<file path="src/adc_ctrl_pkg.sv">
package adc_ctrl_pkg;

	////////////////////////////////////////
	// Command decode

	typedef enum logic [1:0] {
		CMD_NONE      = 2'd0, // No command this cycle
		CMD_SPI_WRITE = 2'd1, // Address high byte 0x31
		CMD_PHASE_SET = 2'd2  // Address high byte 0x32
	} cmd_op_t;

	localparam logic [7:0] OP_SPI_WRITE = 8'h31; // Set one SPI register
	localparam logic [7:0] OP_PHASE_SET = 8'h32; // Set encode phase target

	typedef logic [8:0] ps_value_t; // Fine phase position of the clock manager

	typedef struct packed {
		cmd_op_t   op;
		logic [6:0] reg_addr;     // SPI register address
		logic [7:0] reg_data;     // SPI register data
		ps_value_t  phase_target; // New encode phase target
	} cmd_t;

	////////////////////////////////////////
	// SPI configuration

	typedef struct packed {
		logic       rw;   // 0 is a write
		logic [6:0] addr;
		logic [7:0] data;
	} spi_word_t;

	localparam logic [7:0] INIT_WAIT = 8'd255; // Cycles before the first write

	localparam spi_word_t INIT_WORD_RESET  = 16'h0080; // Software reset
	localparam spi_word_t INIT_WORD_FORMAT = 16'h0120; // Two's complement output
	localparam spi_word_t INIT_WORD_LANES  = 16'h0200; // Two-lane output mode

	typedef enum logic [3:0] {
		SEQ_INIT_WAIT  = 4'h0, // Power-up delay
		SEQ_INIT_SEND  = 4'h1, // Wait for shifter, launch init word
		SEQ_INIT_PULSE = 4'h2, // Start strobe is out
		SEQ_IDLE       = 4'h3,
		SEQ_WR_SEND    = 4'h4, // Wait for shifter, launch command word
		SEQ_WR_PULSE   = 4'h5,
		SEQ_DRAIN      = 4'h6  // Last frame still on the wire
	} seq_state_t;

	////////////////////////////////////////
	// Encode phase stepping

	localparam ps_value_t PS_VALUE_RESET  = 9'd256;
	localparam ps_value_t PS_TARGET_RESET = 9'd380; // 256 + 124 steps
	localparam ps_value_t PS_VALUE_MAX    = 9'd511;

	typedef enum logic [3:0] {
		PS_IDLE      = 4'h0,
		PS_DECIDE    = 4'h1, // Compare value with target
		PS_STEP_EN   = 4'h2, // Raise enable with the first clock edge
		PS_STEP_REL  = 4'h3, // Drop enable and clock
		PS_STEP_WAIT = 4'h4, // Toggle clock until done
		PS_STEP_DONE = 4'h5  // Move value by one
	} ps_state_t;

	////////////////////////////////////////
	// Lane data

	typedef struct packed {
		logic [7:0]  frame;
		logic [15:0] ch1_raw;
		logic [15:0] ch0_raw;
	} lane_bus_t;

	typedef struct packed {
		logic signed [15:0] ch0;
		logic signed [15:0] ch1;
		logic [7:0]         frame;
	} adc_sample_t;

endpackage

</file>
<file path="src/cmd_decode.sv">
`timescale 1ns/1ps

module cmd_decode (
	input  logic               clk_in,
	input  logic               rst_in,
	input  logic               cmd_trig, // One-cycle strobe from host
	input  logic [15:0]        cmd_addr,
	input  logic [15:0]        cmd_data,
	output adc_ctrl_pkg::cmd_t cmd       // Valid one cycle after the strobe
);

	adc_ctrl_pkg::cmd_op_t op_dec;    // Opcode of the current strobe
	adc_ctrl_pkg::cmd_op_t op_q;
	logic [6:0]            reg_addr_q;
	logic [7:0]            reg_data_q;
	adc_ctrl_pkg::ps_value_t target_q;

	// High byte selects the unit
	always_comb begin
		op_dec = adc_ctrl_pkg::CMD_NONE;
		if (cmd_trig) begin
			case (cmd_addr[15:8])
				adc_ctrl_pkg::OP_SPI_WRITE: op_dec = adc_ctrl_pkg::CMD_SPI_WRITE;
				adc_ctrl_pkg::OP_PHASE_SET: op_dec = adc_ctrl_pkg::CMD_PHASE_SET;
				default:                    op_dec = adc_ctrl_pkg::CMD_NONE; // Unknown unit
			endcase
		end
	end

	always_ff @(posedge clk_in or posedge rst_in) begin
		if (rst_in) begin
			op_q <= adc_ctrl_pkg::CMD_NONE;
		end else begin
			op_q <= op_dec; // Falls back to none after one cycle
		end
	end

	// Payload fields captured on every strobe
	always_ff @(posedge clk_in) begin
		if (cmd_trig) begin
			reg_addr_q <= cmd_addr[6:0];
			reg_data_q <= cmd_data[7:0];
			target_q   <= cmd_data[8:0];
		end
	end

	assign cmd = '{op: op_q, reg_addr: reg_addr_q, reg_data: reg_data_q,
		phase_target: target_q};

endmodule

</file>
<file path="src/config_sequencer.sv">
`timescale 1ns/1ps

module config_sequencer (
	input  logic                    clk_in,
	input  logic                    rst_in,
	input  adc_ctrl_pkg::cmd_t      cmd,
	input  logic                    spi_ready, // Shifter can take a word
	output logic                    spi_start, // One-cycle launch strobe
	output adc_ctrl_pkg::spi_word_t spi_word,  // Stable for the whole frame
	output logic                    seq_busy
);

	adc_ctrl_pkg::seq_state_t state;
	logic [7:0]               wait_cnt; // Power-up delay
	logic [1:0]               init_idx; // Which init word is next

	// Power-up register writes, in order
	function automatic adc_ctrl_pkg::spi_word_t init_word(input logic [1:0] idx);
		case (idx)
			2'd0:    init_word = adc_ctrl_pkg::INIT_WORD_RESET;
			2'd1:    init_word = adc_ctrl_pkg::INIT_WORD_FORMAT;
			default: init_word = adc_ctrl_pkg::INIT_WORD_LANES;
		endcase
	endfunction

	////////////////////////////////////////
	// Control FSM

	always_ff @(posedge clk_in or posedge rst_in) begin
		if (rst_in) begin
			state     <= adc_ctrl_pkg::SEQ_INIT_WAIT;
			wait_cnt  <= adc_ctrl_pkg::INIT_WAIT;
			init_idx  <= 2'd0;
			spi_start <= 1'b0;
		end else begin
			spi_start <= 1'b0; // Strobe lasts one cycle
			case (state)
				adc_ctrl_pkg::SEQ_INIT_WAIT: begin
					wait_cnt <= wait_cnt - 8'd1;
					if (wait_cnt == 8'd1)
						state <= adc_ctrl_pkg::SEQ_INIT_SEND;
				end
				adc_ctrl_pkg::SEQ_INIT_SEND: begin
					if (spi_ready) begin
						spi_start <= 1'b1;
						state     <= adc_ctrl_pkg::SEQ_INIT_PULSE;
					end
				end
				// Ready drops on the next edge, so the next send waits on it
				adc_ctrl_pkg::SEQ_INIT_PULSE: begin
					init_idx <= init_idx + 2'd1;
					if (init_idx == 2'd2)
						state <= adc_ctrl_pkg::SEQ_DRAIN; // Lane word was the last
					else
						state <= adc_ctrl_pkg::SEQ_INIT_SEND;
				end
				adc_ctrl_pkg::SEQ_IDLE: begin
					if (cmd.op == adc_ctrl_pkg::CMD_SPI_WRITE)
						state <= adc_ctrl_pkg::SEQ_WR_SEND;
				end
				adc_ctrl_pkg::SEQ_WR_SEND: begin
					if (spi_ready) begin
						spi_start <= 1'b1;
						state     <= adc_ctrl_pkg::SEQ_WR_PULSE;
					end
				end
				adc_ctrl_pkg::SEQ_WR_PULSE: state <= adc_ctrl_pkg::SEQ_DRAIN;
				adc_ctrl_pkg::SEQ_DRAIN: begin
					if (spi_ready)
						state <= adc_ctrl_pkg::SEQ_IDLE; // Chip select is back high
				end
				default: state <= adc_ctrl_pkg::SEQ_IDLE;
			endcase
		end
	end

	////////////////////////////////////////
	// Word register

	// Loaded only while the shifter is ready
	always_ff @(posedge clk_in) begin
		if (state == adc_ctrl_pkg::SEQ_INIT_SEND && spi_ready) begin
			spi_word <= init_word(init_idx);
		end else if (state == adc_ctrl_pkg::SEQ_IDLE &&
			cmd.op == adc_ctrl_pkg::CMD_SPI_WRITE) begin
			spi_word.rw   <= 1'b0; // Write
			spi_word.addr <= cmd.reg_addr;
			spi_word.data <= cmd.reg_data;
		end
	end

	assign seq_busy = (state != adc_ctrl_pkg::SEQ_IDLE);

endmodule

</file>
<file path="src/spi_shifter.sv">
`timescale 1ns/1ps

module spi_shifter #(
	parameter logic [7:0] SPI_CLK_DIV = 8'd10 // sck half-period in clk_in cycles
) (
	input  logic                    clk_in,
	input  logic                    rst_in,
	input  logic                    spi_start, // Only honoured while ready
	input  adc_ctrl_pkg::spi_word_t spi_word,
	output logic                    spi_ready,
	output logic                    spi_scs,   // Active low chip select
	output logic                    spi_sck,   // Idles low
	output logic                    spi_sdo
);

	logic        active;    // Frame in progress
	logic [7:0]  div_cnt;   // Half-period countdown
	logic [15:0] shift_reg; // Bits still to send, MSB aligned
	logic [3:0]  bit_cnt;   // Bits already finished
	logic        launch;
	logic        half_end;  // Last cycle of a half-period

	assign launch   = !active && spi_start && spi_ready;
	assign half_end = active && (div_cnt == 8'd0);

	////////////////////////////////////////
	// Frame control

	always_ff @(posedge clk_in or posedge rst_in) begin
		if (rst_in) begin
			active    <= 1'b0;
			div_cnt   <= 8'd0;
			bit_cnt   <= 4'd0;
			spi_ready <= 1'b1;
			spi_scs   <= 1'b1;
			spi_sck   <= 1'b0;
			spi_sdo   <= 1'b0;
		end else if (!active) begin
			if (launch) begin
				active    <= 1'b1;
				spi_ready <= 1'b0;
				spi_scs   <= 1'b0;         // Select falls one cycle after start
				spi_sdo   <= spi_word[15]; // MSB first
				div_cnt   <= SPI_CLK_DIV - 8'd1;
				bit_cnt   <= 4'd0;
			end else begin
				spi_ready <= 1'b1; // One cycle after select rose
			end
		end else if (!half_end) begin
			div_cnt <= div_cnt - 8'd1;
		end else begin
			div_cnt <= SPI_CLK_DIV - 8'd1;
			if (!spi_sck) begin
				spi_sck <= 1'b1; // Slave samples here
			end else begin
				spi_sck <= 1'b0;
				if (bit_cnt == 4'd15) begin
					active  <= 1'b0;
					spi_scs <= 1'b1; // End of frame
				end else begin
					bit_cnt <= bit_cnt + 4'd1;
					spi_sdo <= shift_reg[15]; // Next bit on falling sck
				end
			end
		end
	end

	////////////////////////////////////////
	// Data path

	always_ff @(posedge clk_in) begin
		if (launch)
			shift_reg <= {spi_word[14:0], 1'b0}; // MSB already on sdo
		else if (half_end && spi_sck)
			shift_reg <= {shift_reg[14:0], 1'b0};
	end

endmodule

</file>
<file path="src/phase_step_ctrl.sv">
`timescale 1ns/1ps

module phase_step_ctrl (
	input  logic               clk_in,
	input  logic               rst_in,
	input  adc_ctrl_pkg::cmd_t cmd,
	input  logic               ps_done,   // Clock manager finished a step
	input  logic               ps_locked,
	output logic               ps_clk,
	output logic               ps_en,
	output logic               ps_inc,    // 1 steps up, 0 steps down
	output logic               ps_busy
);

	adc_ctrl_pkg::ps_state_t state;
	adc_ctrl_pkg::ps_value_t ps_value;  // Current fine phase
	adc_ctrl_pkg::ps_value_t ps_target;
	logic                    step_up;
	logic                    step_down;

	// Range bounds on every step
	assign step_up   = (ps_target > ps_value) && (ps_value < adc_ctrl_pkg::PS_VALUE_MAX);
	assign step_down = (ps_target < ps_value) && (ps_value != 9'd0);

	assign ps_busy = (state != adc_ctrl_pkg::PS_IDLE);

	////////////////////////////////////////
	// Step FSM

	always_ff @(posedge clk_in or posedge rst_in) begin
		if (rst_in) begin
			state     <= adc_ctrl_pkg::PS_DECIDE; // Walk to the default target
			ps_value  <= adc_ctrl_pkg::PS_VALUE_RESET;
			ps_target <= adc_ctrl_pkg::PS_TARGET_RESET;
			ps_clk    <= 1'b0;
			ps_en     <= 1'b0;
			ps_inc    <= 1'b0;
		end else begin
			case (state)
				adc_ctrl_pkg::PS_IDLE: begin
					ps_clk <= 1'b0;
					ps_en  <= 1'b0;
					if (cmd.op == adc_ctrl_pkg::CMD_PHASE_SET) begin
						ps_target <= cmd.phase_target;
						state     <= adc_ctrl_pkg::PS_DECIDE;
					end
				end
				// Hold here until the clock manager is locked
				adc_ctrl_pkg::PS_DECIDE: begin
					if (ps_locked) begin
						if (step_up) begin
							ps_inc <= 1'b1; // Direction settles before enable
							state  <= adc_ctrl_pkg::PS_STEP_EN;
						end else if (step_down) begin
							ps_inc <= 1'b0;
							state  <= adc_ctrl_pkg::PS_STEP_EN;
						end else begin
							state <= adc_ctrl_pkg::PS_IDLE; // On target or at a bound
						end
					end
				end
				adc_ctrl_pkg::PS_STEP_EN: begin
					ps_en  <= 1'b1;
					ps_clk <= 1'b1;
					state  <= adc_ctrl_pkg::PS_STEP_REL;
				end
				adc_ctrl_pkg::PS_STEP_REL: begin
					ps_en  <= 1'b0; // Enable lasts one cycle
					ps_clk <= 1'b0;
					state  <= adc_ctrl_pkg::PS_STEP_WAIT;
				end
				adc_ctrl_pkg::PS_STEP_WAIT: begin
					ps_clk <= ~ps_clk; // Keep the step clock running
					if (ps_done)
						state <= adc_ctrl_pkg::PS_STEP_DONE;
				end
				adc_ctrl_pkg::PS_STEP_DONE: begin
					ps_clk <= 1'b0;
					if (ps_inc)
						ps_value <= ps_value + 9'd1;
					else
						ps_value <= ps_value - 9'd1;
					state <= adc_ctrl_pkg::PS_DECIDE;
				end
				default: state <= adc_ctrl_pkg::PS_IDLE;
			endcase
		end
	end

endmodule

</file>
<file path="src/lane_reorder.sv">
`timescale 1ns/1ps

module lane_reorder (
	input  logic                      clk_in,
	input  logic                      rst_in,
	input  adc_ctrl_pkg::lane_bus_t   lanes,  // Raw deserializer words
	output adc_ctrl_pkg::adc_sample_t sample  // One cycle later
);

	// Two lanes per channel arrive as separate bytes
	// Low byte holds the odd bits, high byte the even bits, MSB pair first
	function automatic logic [15:0] interleave(input logic [15:0] raw);
		logic [15:0] word;
		for (int k = 0; k < 8; k++) begin
			word[15 - 2*k] = raw[k];
			word[14 - 2*k] = raw[8 + k];
		end
		return word;
	endfunction

	////////////////////////////////////////
	// Output register

	always_ff @(posedge clk_in or posedge rst_in) begin
		if (rst_in) begin
			sample <= '0;
		end else begin
			sample.ch0   <= $signed(interleave(lanes.ch0_raw));
			sample.ch1   <= $signed(interleave(lanes.ch1_raw));
			sample.frame <= lanes.frame; // Frame word passes straight through
		end
	end

endmodule

</file>
<file path="src/ltc2195_ctrl.sv">
`timescale 1ns/1ps

module ltc2195_ctrl #(
	parameter logic [7:0] SPI_CLK_DIV = 8'd10 // SPI half-period in clk_in cycles
) (
	input  logic                      clk_in,
	input  logic                      rst_in,
	input  logic                      cmd_trig,
	input  logic [15:0]               cmd_addr,
	input  logic [15:0]               cmd_data,
	output logic                      busy,      // Commands are dropped while high
	output logic                      spi_scs,
	output logic                      spi_sck,
	output logic                      spi_sdo,
	output logic                      ps_clk,
	output logic                      ps_en,
	output logic                      ps_inc,
	input  logic                      ps_done,
	input  logic                      ps_locked,
	input  adc_ctrl_pkg::lane_bus_t   lanes,
	output adc_ctrl_pkg::adc_sample_t sample
);

	adc_ctrl_pkg::cmd_t      cmd;
	adc_ctrl_pkg::spi_word_t spi_word;
	logic                    spi_start;
	logic                    spi_ready;
	logic                    seq_busy;
	logic                    ps_busy;

	////////////////////////////////////////
	// Command path

	cmd_decode u_cmd_decode (
		.clk_in(clk_in), .rst_in(rst_in), .cmd_trig(cmd_trig),
		.cmd_addr(cmd_addr), .cmd_data(cmd_data), .cmd(cmd)
	);

	config_sequencer u_config_sequencer (
		.clk_in(clk_in), .rst_in(rst_in), .cmd(cmd), .spi_ready(spi_ready),
		.spi_start(spi_start), .spi_word(spi_word), .seq_busy(seq_busy)
	);

	spi_shifter #(.SPI_CLK_DIV(SPI_CLK_DIV)) u_spi_shifter (
		.clk_in(clk_in), .rst_in(rst_in), .spi_start(spi_start), .spi_word(spi_word),
		.spi_ready(spi_ready), .spi_scs(spi_scs), .spi_sck(spi_sck), .spi_sdo(spi_sdo)
	);

	phase_step_ctrl u_phase_step_ctrl (
		.clk_in(clk_in), .rst_in(rst_in), .cmd(cmd), .ps_done(ps_done),
		.ps_locked(ps_locked), .ps_clk(ps_clk), .ps_en(ps_en), .ps_inc(ps_inc),
		.ps_busy(ps_busy)
	);

	////////////////////////////////////////
	// Sample path

	lane_reorder u_lane_reorder (
		.clk_in(clk_in), .rst_in(rst_in), .lanes(lanes), .sample(sample)
	);

	assign busy = seq_busy | ps_busy; // Either unit still working

endmodule

</file>
<file path="config.mk">
export PLATFORM = sky130hd
export DESIGN_NAME = ltc2195_ctrl
export DESIGN_NICKNAME = d
export VERILOG_FILES = /design/src/adc_ctrl_pkg.sv /design/src/cmd_decode.sv /design/src/config_sequencer.sv /design/src/spi_shifter.sv /design/src/phase_step_ctrl.sv /design/src/lane_reorder.sv /design/src/ltc2195_ctrl.sv
export SDC_FILE = /design/constraint.sdc
export NUM_CORES = 1
export LEC_CHECK = 0
export ABC_AREA = 1
export BUFFER_PORTS_ARGS = -buffer_cell sky130_fd_sc_hd__buf_4
export CAP_MARGIN = 25
export CORE_ASPECT_RATIO = 0.75
export CORE_UTILIZATION = 55
export CTS_CLUSTER_DIAMETER = 60
export DETAILED_ROUTE_END_ITERATION = 8
export PLACE_DENSITY = 0.8
export SLEW_MARGIN = 20
export SYNTH_ARGS = -nofsm -noshare
export SYNTH_HDL_FRONTEND = slang
export SYNTH_SLANG_ARGS = --single-unit
</file>
<file path="constraint.sdc">
create_clock -name clk_in -period 3.71 [get_ports clk_in]
set_input_delay 0.371 -clock clk_in [delete_from_list [all_inputs] [get_ports clk_in]]
set_output_delay 0.371 -clock clk_in [all_outputs]
set_load 0.01 [all_outputs]
</file>
* Word level (Yosys, flattened, before mapping)
Index checks and enable logic that the tools add are counted.
Cells by class: mux-type cells 52, eq/ne operators 32, reduce and logical (&&, ||, !) cells 31, magnitude comparators 3, bitwise operators 2, add/subtract/negate cells 6
Operator list (count):
- two-way mux 16 bit | 4
- two-way mux 4 bit | 14
- one-hot mux 4 bit (7 select lines) | 1
- two-way mux 8 bit | 3
- one-hot mux 4 bit (6 select lines) | 1
- two-way mux 1 bit | 21
- equality test 4 x 3 -> 1 bit (second input constant) | 5
- one-hot mux 10 bit (2 select lines) | 1
- equality test 4 x 2 -> 1 bit (second input constant) | 4
- equality test 8 x 6 -> 1 bit (second input constant) | 2
- subtractor 8 x 1 -> 8 bit (second input constant) | 2
- != test 2 x 1 -> 1 bit (second input constant) | 7
- != test 2 bit (second input constant) | 5
- nonzero test 2 bit | 5
- adder 9 x 1 -> 9 bit (second input constant) | 1
- > comparator 9 bit | 1
- < comparator 9 bit | 1
- < comparator 9 bit (second input constant) | 1
- two-way mux 9 bit | 1
- nonzero test 9 bit | 1
- subtractor 9 x 1 -> 9 bit (second input constant) | 1
- equality test 4 x 1 -> 1 bit (second input constant) | 2
- equality test 8 x 1 -> 1 bit (second input constant) | 1
- logical AND 1 bit | 8
- other kinds (25) | 33
Word-level totals: bits of input ports 77, word-level logic and storage cells 154, output and inout bits 47, register bits after elaboration 154

* Depth between registers and ports, before layout
Gate-level depths: netlist (run 1).
depth after elaboration 6, depth in mapped cells 13, gate-level depth less buffers 13

* Cells and area by module
A second synthesis (run 1) with hierarchy kept.
Second synthesis, totals: cell total of the unflattened synthesis 638, area, all modules 6557.5 um^2
Modules (own cells, without submodules):
- phase_step_ctrl | seq. area each 610.6 um^2, cells an instance 211, area an instance 1766.7 um^2, times used 1
- spi_shifter | seq. area each 878.3 um^2, cells an instance 187, area an instance 1607.8 um^2, times used 1
- config_sequencer | seq. area each 810.8 um^2, cells an instance 156, area an instance 1515.2 um^2, times used 1
- lane_reorder | seq. area each 1001.0 um^2, cells an instance 41, area an instance 1004.7 um^2, times used 1
- cmd_decode | seq. area each 530.5 um^2, cells an instance 40, area an instance 651.9 um^2, times used 1
- ltc2195_ctrl | seq. area each 0.0 um^2, cells an instance 3, area an instance 11.3 um^2, times used 1

* Least setup slack after synthesis (run 1)
OpenSTA, ideal clock, no wires.
kind flip-flop to flip-flop, start point reg u_spi_shifter.div_cnt[0], end point reg u_spi_shifter.shift_reg[10] (enable), slack 1291 ps, library setup time 408 ps, cell stages (with the launch flop) 7, buffers on the path 0, arrival time 2012 ps, required time 3302 ps, period minus slack after synthesis 2419 ps, cells stage by stage dfrtp_1 > inv_1 > ha_1 > nand2_1 > nor2_2 > nand2_2 > o21ai_0
On the way: word-level cells in the longest chain between the ends 4
RTL lines:
- start: declaration | RTL line spi_shifter.sv:17 | logic [7:0] div_cnt;
- start signal: assignment | RTL line spi_shifter.sv:44 | div_cnt <= SPI_CLK_DIV - 8'd1;
- start signal: assignment | RTL line spi_shifter.sv:50 | div_cnt <= div_cnt - 8'd1;
- start signal: assignment | RTL line spi_shifter.sv:52 | div_cnt <= SPI_CLK_DIV - 8'd1;
- zero test 8 bit | RTL line spi_shifter.sv:24 | assign half_end = active && (div_cnt == 8'd0);
- logical AND 1 bit | RTL line spi_shifter.sv:24
- logical AND 1 bit | RTL line spi_shifter.sv:74 | else if (half_end && spi_sck)
- nonzero test 2 bit (no line)
- end signal: assignment | RTL line spi_shifter.sv:73 | shift_reg <= {spi_word[14:0], 1'b0};
- end signal: assignment | RTL line spi_shifter.sv:75 | shift_reg <= {shift_reg[14:0], 1'b0};
- end: declaration | RTL line spi_shifter.sv:18 | logic [15:0] shift_reg;
No other way between the ends. A chain may end at the register's enable or synchronous reset.

* Worst setup path in the final report (run 1)
start point reg u_spi_shifter.active, end point reg u_spi_shifter.shift_reg[2], data pin
On the way: word-level cells in the longest chain between the ends 4
RTL lines:
- start: declaration | RTL line spi_shifter.sv:16 | logic active;
- start signal: assignment | RTL line spi_shifter.sv:31 | active <= 1'b0;
- start signal: assignment | RTL line spi_shifter.sv:40 | active <= 1'b1;
- start signal: assignment | RTL line spi_shifter.sv:58 | active <= 1'b0;
- zero test 1 bit
- logical AND 1 bit (2 in series) | RTL line spi_shifter.sv:23 | assign launch = !active && spi_start && spi_ready;
- two-way mux 16 bit | RTL line spi_shifter.sv:72 | if (launch)
No other way between the ends.

==> flow_metrics.tcl, run 1 <==
set metrics [dict create \
    status "complete, no violations" \
    fp-row-count 32 \
    async_flop_share_pct 67.8 \
    post-synth-top-count-cell "nand2_1" \
    hold_class "in2async" \
    post_cts_resize_count 0 \
    synth_area_leaders "dfrtp_1 (33%), edfxtp_1 (23%), nand2_1 (9.0%)" \
    p_int_mw 3.22 \
    final_hold_viol_count 0 \
    ant_nets 0 \
    start_kind "flip-flop" \
    synth_edf_count 46 \
    p_clk_share_pct 37.7 \
    worst-setup-path-type "reg2reg" \
    maxSlewViolCount 0 \
    worst_pin_slew_ns 0.792 \
    worstSetupEndpointType "flip-flop" \
    swShare_pct 28.8 \
    setup_viol 0 \
    portBuffers 115 \
    rsz0062_at_grt "false" \
    worstSkewPairLatency_ns 0.41 \
    drcViolationCount 0 \
    fin_tns_setup_ns 0 \
    drt_iter0_drc 219 \
    ys.flop_type "dfrtp_1" \
    cts_hold_buf 0 \
    first_pass_iters 4 \
    syn_area_um2 6070 \
    syn2layout_area_growth_pct 27.0 \
    postCtsSetupRepairBufs 0 \
    crit_fanout 22 \
    pwr_density_cell_nw_per_um2 587 \
    n_fill_cell 708 \
    syn_area_per_cell_um2 10.6 \
    finalPower_mw 4.52 \
    core_area_um2 10500 \
    synth_cell_types 40 \
    cts_max_level 4 \
    wl_per_cell_um 14.5 \
    wirelength_um 12300 \
    ys_seq_elements 143 \
    drive_above_1_share_pct 28.3 \
    start_util_pct 57.9 \
    leakagePower_nw 3.72 \
    comb_power_share_pct 21.8 \
    power.switching_mw 1.30 \
    seqPwrFrac_pct 40.5 \
    yosys.area.top_type "dfrtp_1" \
    dieArea_um2 11500 \
    yosysSeqAreaShare_pct 63.1 \
    largest_reg_flops 40 \
    slew_headroom_pct 47.0 \
    max_freq_mhz 479 \
    grt.total_usage_pct 23.3 \
    hold_slack_ns 0.0476 \
    ioPinCount 124 \
    layout_min_cycle_time_ns 2.09 \
    grt_pass1_vias 4361 \
    fin_area_um2 7710 \
    finalNonFillerCells 851 \
    antenna_found_initial 0 \
    synth_top_area_share_pct 32.6 \
    clock_path_buffers 2 \
    fin_skew_ns 0.00844 \
    syn_nets 671 \
    synth_cells 570 \
    cts_tree "yes" \
    critPathArrivalTime_ns 2.37 \
    fp.dieH_um 93.0 \
    ys_top_cells_by_count "nand2_1 (145), dfrtp_1 (79), inv_1 (71)" \
    overflow 0 \
    grt_pass1_wl_um 20100 \
    clk_pin_slew_ns 0.06 \
    routed-via-count 4292 \
    dp_cells 819 \
    ir_worst_vdd_v 0.000483 \
    placed_area_um2 7100 \
    drv_cap 0 \
    grt_max_degree 42 \
    vias_per_cell 5.04 \
    cts_buffers 17 \
    gp_congestion 0.878 \
    clock_sinks 143 \
    period_share_pct 56.3 \
    cts-root-buf "clkbuf_16" \
    antenna_cells 0 \
    nets 803 \
    worst_ep_required_time_ns 3.99 \
    dp_hpwl_um 8890 \
    ys_warn_count 0 \
    die_width_um 123 \
]
## layout by cell type (no fill, tap or decap), drive strengths merged
cell type / count
or2: 1
o22ai: 5
nor2: 43
bufinv: 2
nand3b: 1
a31oi: 4
mux2i: 1
a22oi: 1
xor2: 15
clkbuf: 24
nand3: 27
o21ai: 29
a32o: 1
a221oi: 1
nand2: 153
o221ai: 1
buf: 119
mux2: 6
dfstp: 18
o21bai: 1
nor3: 8
edfxtp: 46
fa: 1
inv: 78
a21oi: 10
nand4: 7
dfrtp: 79
o31ai: 3
clkinv: 6
xnor2: 1
ha: 23
## final timing paths
| check | startpoint | to | slack, ns | cells past startpoint |
|---|---|---|---|---|
| max | u_spi_shifter.active | u_spi_shifter.shift_reg[2] | 1.62 | 5 |
| min | rst_in | u_lane_reorder.sample[2] | 0.05 | 2 |
| max reg2reg | u_spi_shifter.active | u_spi_shifter.shift_reg[2] | 1.62 | 5 |
| min reg2reg | u_spi_shifter.spi_sdo | u_spi_shifter.spi_sdo | 0.47 | 2 |
| max in group asynchronous | rst_in | u_phase_step_ctrl.ps_target[5] | 2.80 | 3 |
| min in group clk_in | lanes[15] | u_lane_reorder.sample[24] | 0.07 | 1 |
## stage by stage
| stage | utilization (%) | setup WS (ns) |
|---|---|---|
| 2_1_floorplan | - | 0.835 |
| 3_3_place_gp | 67.7 | 1.67 |
| 3_5_place_dp | 67.7 | 1.61 |
| 4_1_cts | 73.5 | 1.58 |
| 5_1_grt | 73.5 | 1.37 |
| 6_report | 73.5 | 1.62 |
## worst max-delay path, stage by stage, from the launching register on
cell	delay, ns
dfrtp_1	0.43
inv_2	0.13
nand3_1	0.57
inv_1	0.63
nand2_1	0.11
nand2_1	0.09
## power groups by stage
| stage | sequential, mW | combinational, mW | clock [mW] |
|---|---|---|---|
| after global routing | 1.84 | 1.13 | 1.82 |
| after floorplan | 1.86 | 0.669 | 0 |
| final | 1.83 | 0.984 | 1.71 |
| after detailed placement | 1.86 | 0.968 | 0 |
| after global placement | 1.86 | 0.921 | 0 |
| after CTS | 1.83 | 0.977 | 1.74 |
## per-layer routing
layer | up-vias | share of wire (%) | track usage [%]
met1 | 2009 | 44 | 28.7
met3 | 13 | 7.2 | 6.71
met2 | 147 | 48 | 39.1
met5 | - | 0 | 0
met4 | 0 | 1.3 | 8.63
li1 | 2123 | - | -
## cells by family (layout without fill, tap and decap cells)
| kind of cell | Yosys count | after routing | synth area share [%] |
|---|---|---|---|
| and+or+nand+nor | 240 | 240 | 17.2 |
| DFF | 143 | 143 | 63.1 |
| buffers and inverters | 84 | 229 | 5.46 |
| AOI/OAI and AO/OA | 56 | 56 | 5.28 |
| adders and majority gates | 24 | 24 | 5.07 |
| xor gates and xnor gates | 16 | 16 | 2.31 |
| muxes | 7 | 7 | 1.53 |
## layout make-up
cell class	count	area, um^2	area share, %
timing repair buffer	119	893	11.6
tap	136	170	2.21
multi-input combinational	343	1910	24.8
sequential	143	3830	49.7
clock inverter	8	103	1.33
clock buffer	24	503	6.53
inverter	78	294	3.82
No activity file was read; power rests on OpenSTA's default activity.
==> run 2, diff against run 1 <==
CORE_UTILIZATION = 49   (was 55)
PLACE_DENSITY = 0.75   (was 0.8)
clock period = 1.9 ns   (was 3.71 ns; I/O delays follow)
==> run 2 against run 1 <==
Critical path depth rose by 5. Power grew 93%. Highest routed layer unchanged. Wire length increased by 8.4%.
==> flow_metrics.tcl, run 2 (same netlist as run 1, synthesis figures left out) <==
set metrics [dict create \
    fin_skew_ns 0.00829 \
    comb_power_share_pct 24.1 \
    swShare_pct 30.4 \
    worst-setup-path-type "reg2reg" \
    clk_pin_slew_ns 0.06 \
    grt_pass1_wl_um 21500 \
    syn2layout_area_growth_pct 37.5 \
    first_pass_iters 5 \
    status "complete, no violations" \
    clock_path_buffers 2 \
    ioPinCount 124 \
    routed-via-count 4556 \
    final_hold_viol_count 0 \
    finalPower_mw 8.71 \
    max_stage_delay_ns 0.55 \
    fin_tns_setup_ns 0 \
    max_freq_mhz 571 \
    rsz0062_at_grt "false" \
    pwr_density_cell_nw_per_um2 1040 \
    vias_per_cell 4.86 \
    slowest_stage "dfstp_2" \
    dieArea_um2 12800 \
    drv_cap 0 \
    largest_reg_flops 40 \
    worst_ep_required_time_ns 2.24 \
    critPathArrivalTime_ns 2.10 \
    die_width_um 131 \
    nets 864 \
    start_kind "flip-flop" \
    fp-row-count 34 \
    power.switching_mw 2.65 \
    antenna_found_initial 0 \
    p_int_mw 6.07 \
    cp_cell_sequence "inv_1 > ha_1 > nand2_1 > nor2_2 > nand3_2 > nand3_1 > nand2_1 > nand2_1 > nand2_1 > a21oi_2" \
    fp.dieH_um 98.4 \
    p_clk_share_pct 35.0 \
    drive_above_1_share_pct 27.6 \
    clock_sinks 143 \
    final_common_cell "nand2_1" \
    leakagePower_nw 3.95 \
    worstSetupEndpointType "flip-flop" \
    setup_viol 0 \
    grt_pass1_vias 4533 \
    whs_path_depth 4 \
    worst_pin_slew_ns 0.525 \
    period_share_pct 92.2 \
    crit_cells 10 \
    crit_fanout 3 \
    antenna_cells 0 \
    cts_buffers 17 \
    worstSkewPairLatency_ns 0.42 \
    grt.total_usage_pct 22.2 \
    seqPwrFrac_pct 40.9 \
    slew_headroom_pct 65.0 \
    ir_worst_vdd_v 0.000677 \
    drcViolationCount 0 \
    grt_max_degree 98 \
    hold_class "in2reg" \
    cpMostUsedCell "nand2_1" \
    ant_nets 0 \
    drt_iter0_drc 248 \
    overflow 0 \
    layout_min_cycle_time_ns 1.75 \
    cts-root-buf "clkbuf_16" \
    wirelength_um 13400 \
    gp_congestion 0.857 \
    dp_hpwl_um 8710 \
    core_area_um2 11800 \
    start_util_pct 51.3 \
    cts_max_level 4 \
    r2r_cells 10 \
    critPathTopFamily "simple AND/OR/NAND/NOR gates" \
    wl_per_cell_um 14.3 \
    portBuffers 115 \
    final_cell_mix "nand2_1 (145), buf_4 (120), dfrtp_1 (79)" \
    cts_tree "yes" \
    cp_num_buf_inv 1 \
    maxSlewViolCount 0 \
]
[run 2: area by class of cell]
type,count,area (um^2)
Tap cell,162,203
Inverter,78,297
Sequential cell,143,3830
Multi-Input combinational cell,343,1940
Clock inverter,11,81.3
Timing Repair Buffer,180,1530
Fill cell,833,3480
Clock buffer,20,468
[run 2: worst register-to-register path: cells and delay by family (launching register included)]
family / cells / cell delay [ns]
and+or+nand+nor: 7 / 0.61
DFF: 1 / 0.55
adders and majority gates: 1 / 0.30
AOI/OAI and AO/OA: 1 / 0.15
buffers and inverters: 1 / 0.08
[run 2: power groups by stage]
stage / registers, mW / clock network (mW) / logic, mW
2_1_floorplan: 3.62 / 0 / 1.31
3_3_place_gp: 3.60 / 0 / 1.85
3_5_place_dp: 3.61 / 0 / 1.93
4_1_cts: 3.56 / 3.10 / 2.03
5_1_grt: 3.59 / 3.26 / 2.38
6_report: 3.56 / 3.05 / 2.10
[run 2: repair_timing]
action / CTS / global route
endpoints found under the setup margin: 0 / 11
buffers inserted: 0 / 0
resized for setup: 0 / 6
hold buffers: 57 / 0
endpoints found under the hold margin: 135 / 0
[run 2: final timing paths]
check                                                  to  slack, ns                          start
max reg2reg                    u_phase_step_ctrl.state[1]       0.15  u_phase_step_ctrl.ps_value[8]
max                            u_phase_step_ctrl.state[1]       0.15  u_phase_step_ctrl.ps_value[8]
min in group asynchronous       u_lane_reorder.sample[38]       0.48                         rst_in
min reg2reg                         u_spi_shifter.spi_sdo       0.47          u_spi_shifter.spi_sdo
max in group asynchronous  u_phase_step_ctrl.ps_target[5]       0.99                         rst_in
min                                  u_cmd_decode.op_q[1]       0.02                   cmd_addr[10]
[run 2: metrics by stage]
step	hold WS (ns)	util, %	setup WS, ns	cell area [um^2]	cells
2_1_floorplan	0.221	-	0.103	6080	570
3_3_place_gp	0.299	60.9	0.152	7210	849
3_5_place_dp	0.301	60.9	0.116	7210	849
4_1_cts	0.0106	70.4	0.0953	8330	937
5_1_grt	0.00872	70.6	0.0143	8350	937
6_report	0.0220	70.6	0.148	8350	937
[run 2: per-layer routing]
layer  global-route usage [%]  vias up  part of all wire (%)
li1                         -     2248                     -
met5                        0        -                     0
met3                     5.75       17                   6.3
met4                     8.40        0                   1.4
met1                     28.7     2142                    45
met2                     36.0      149                    47
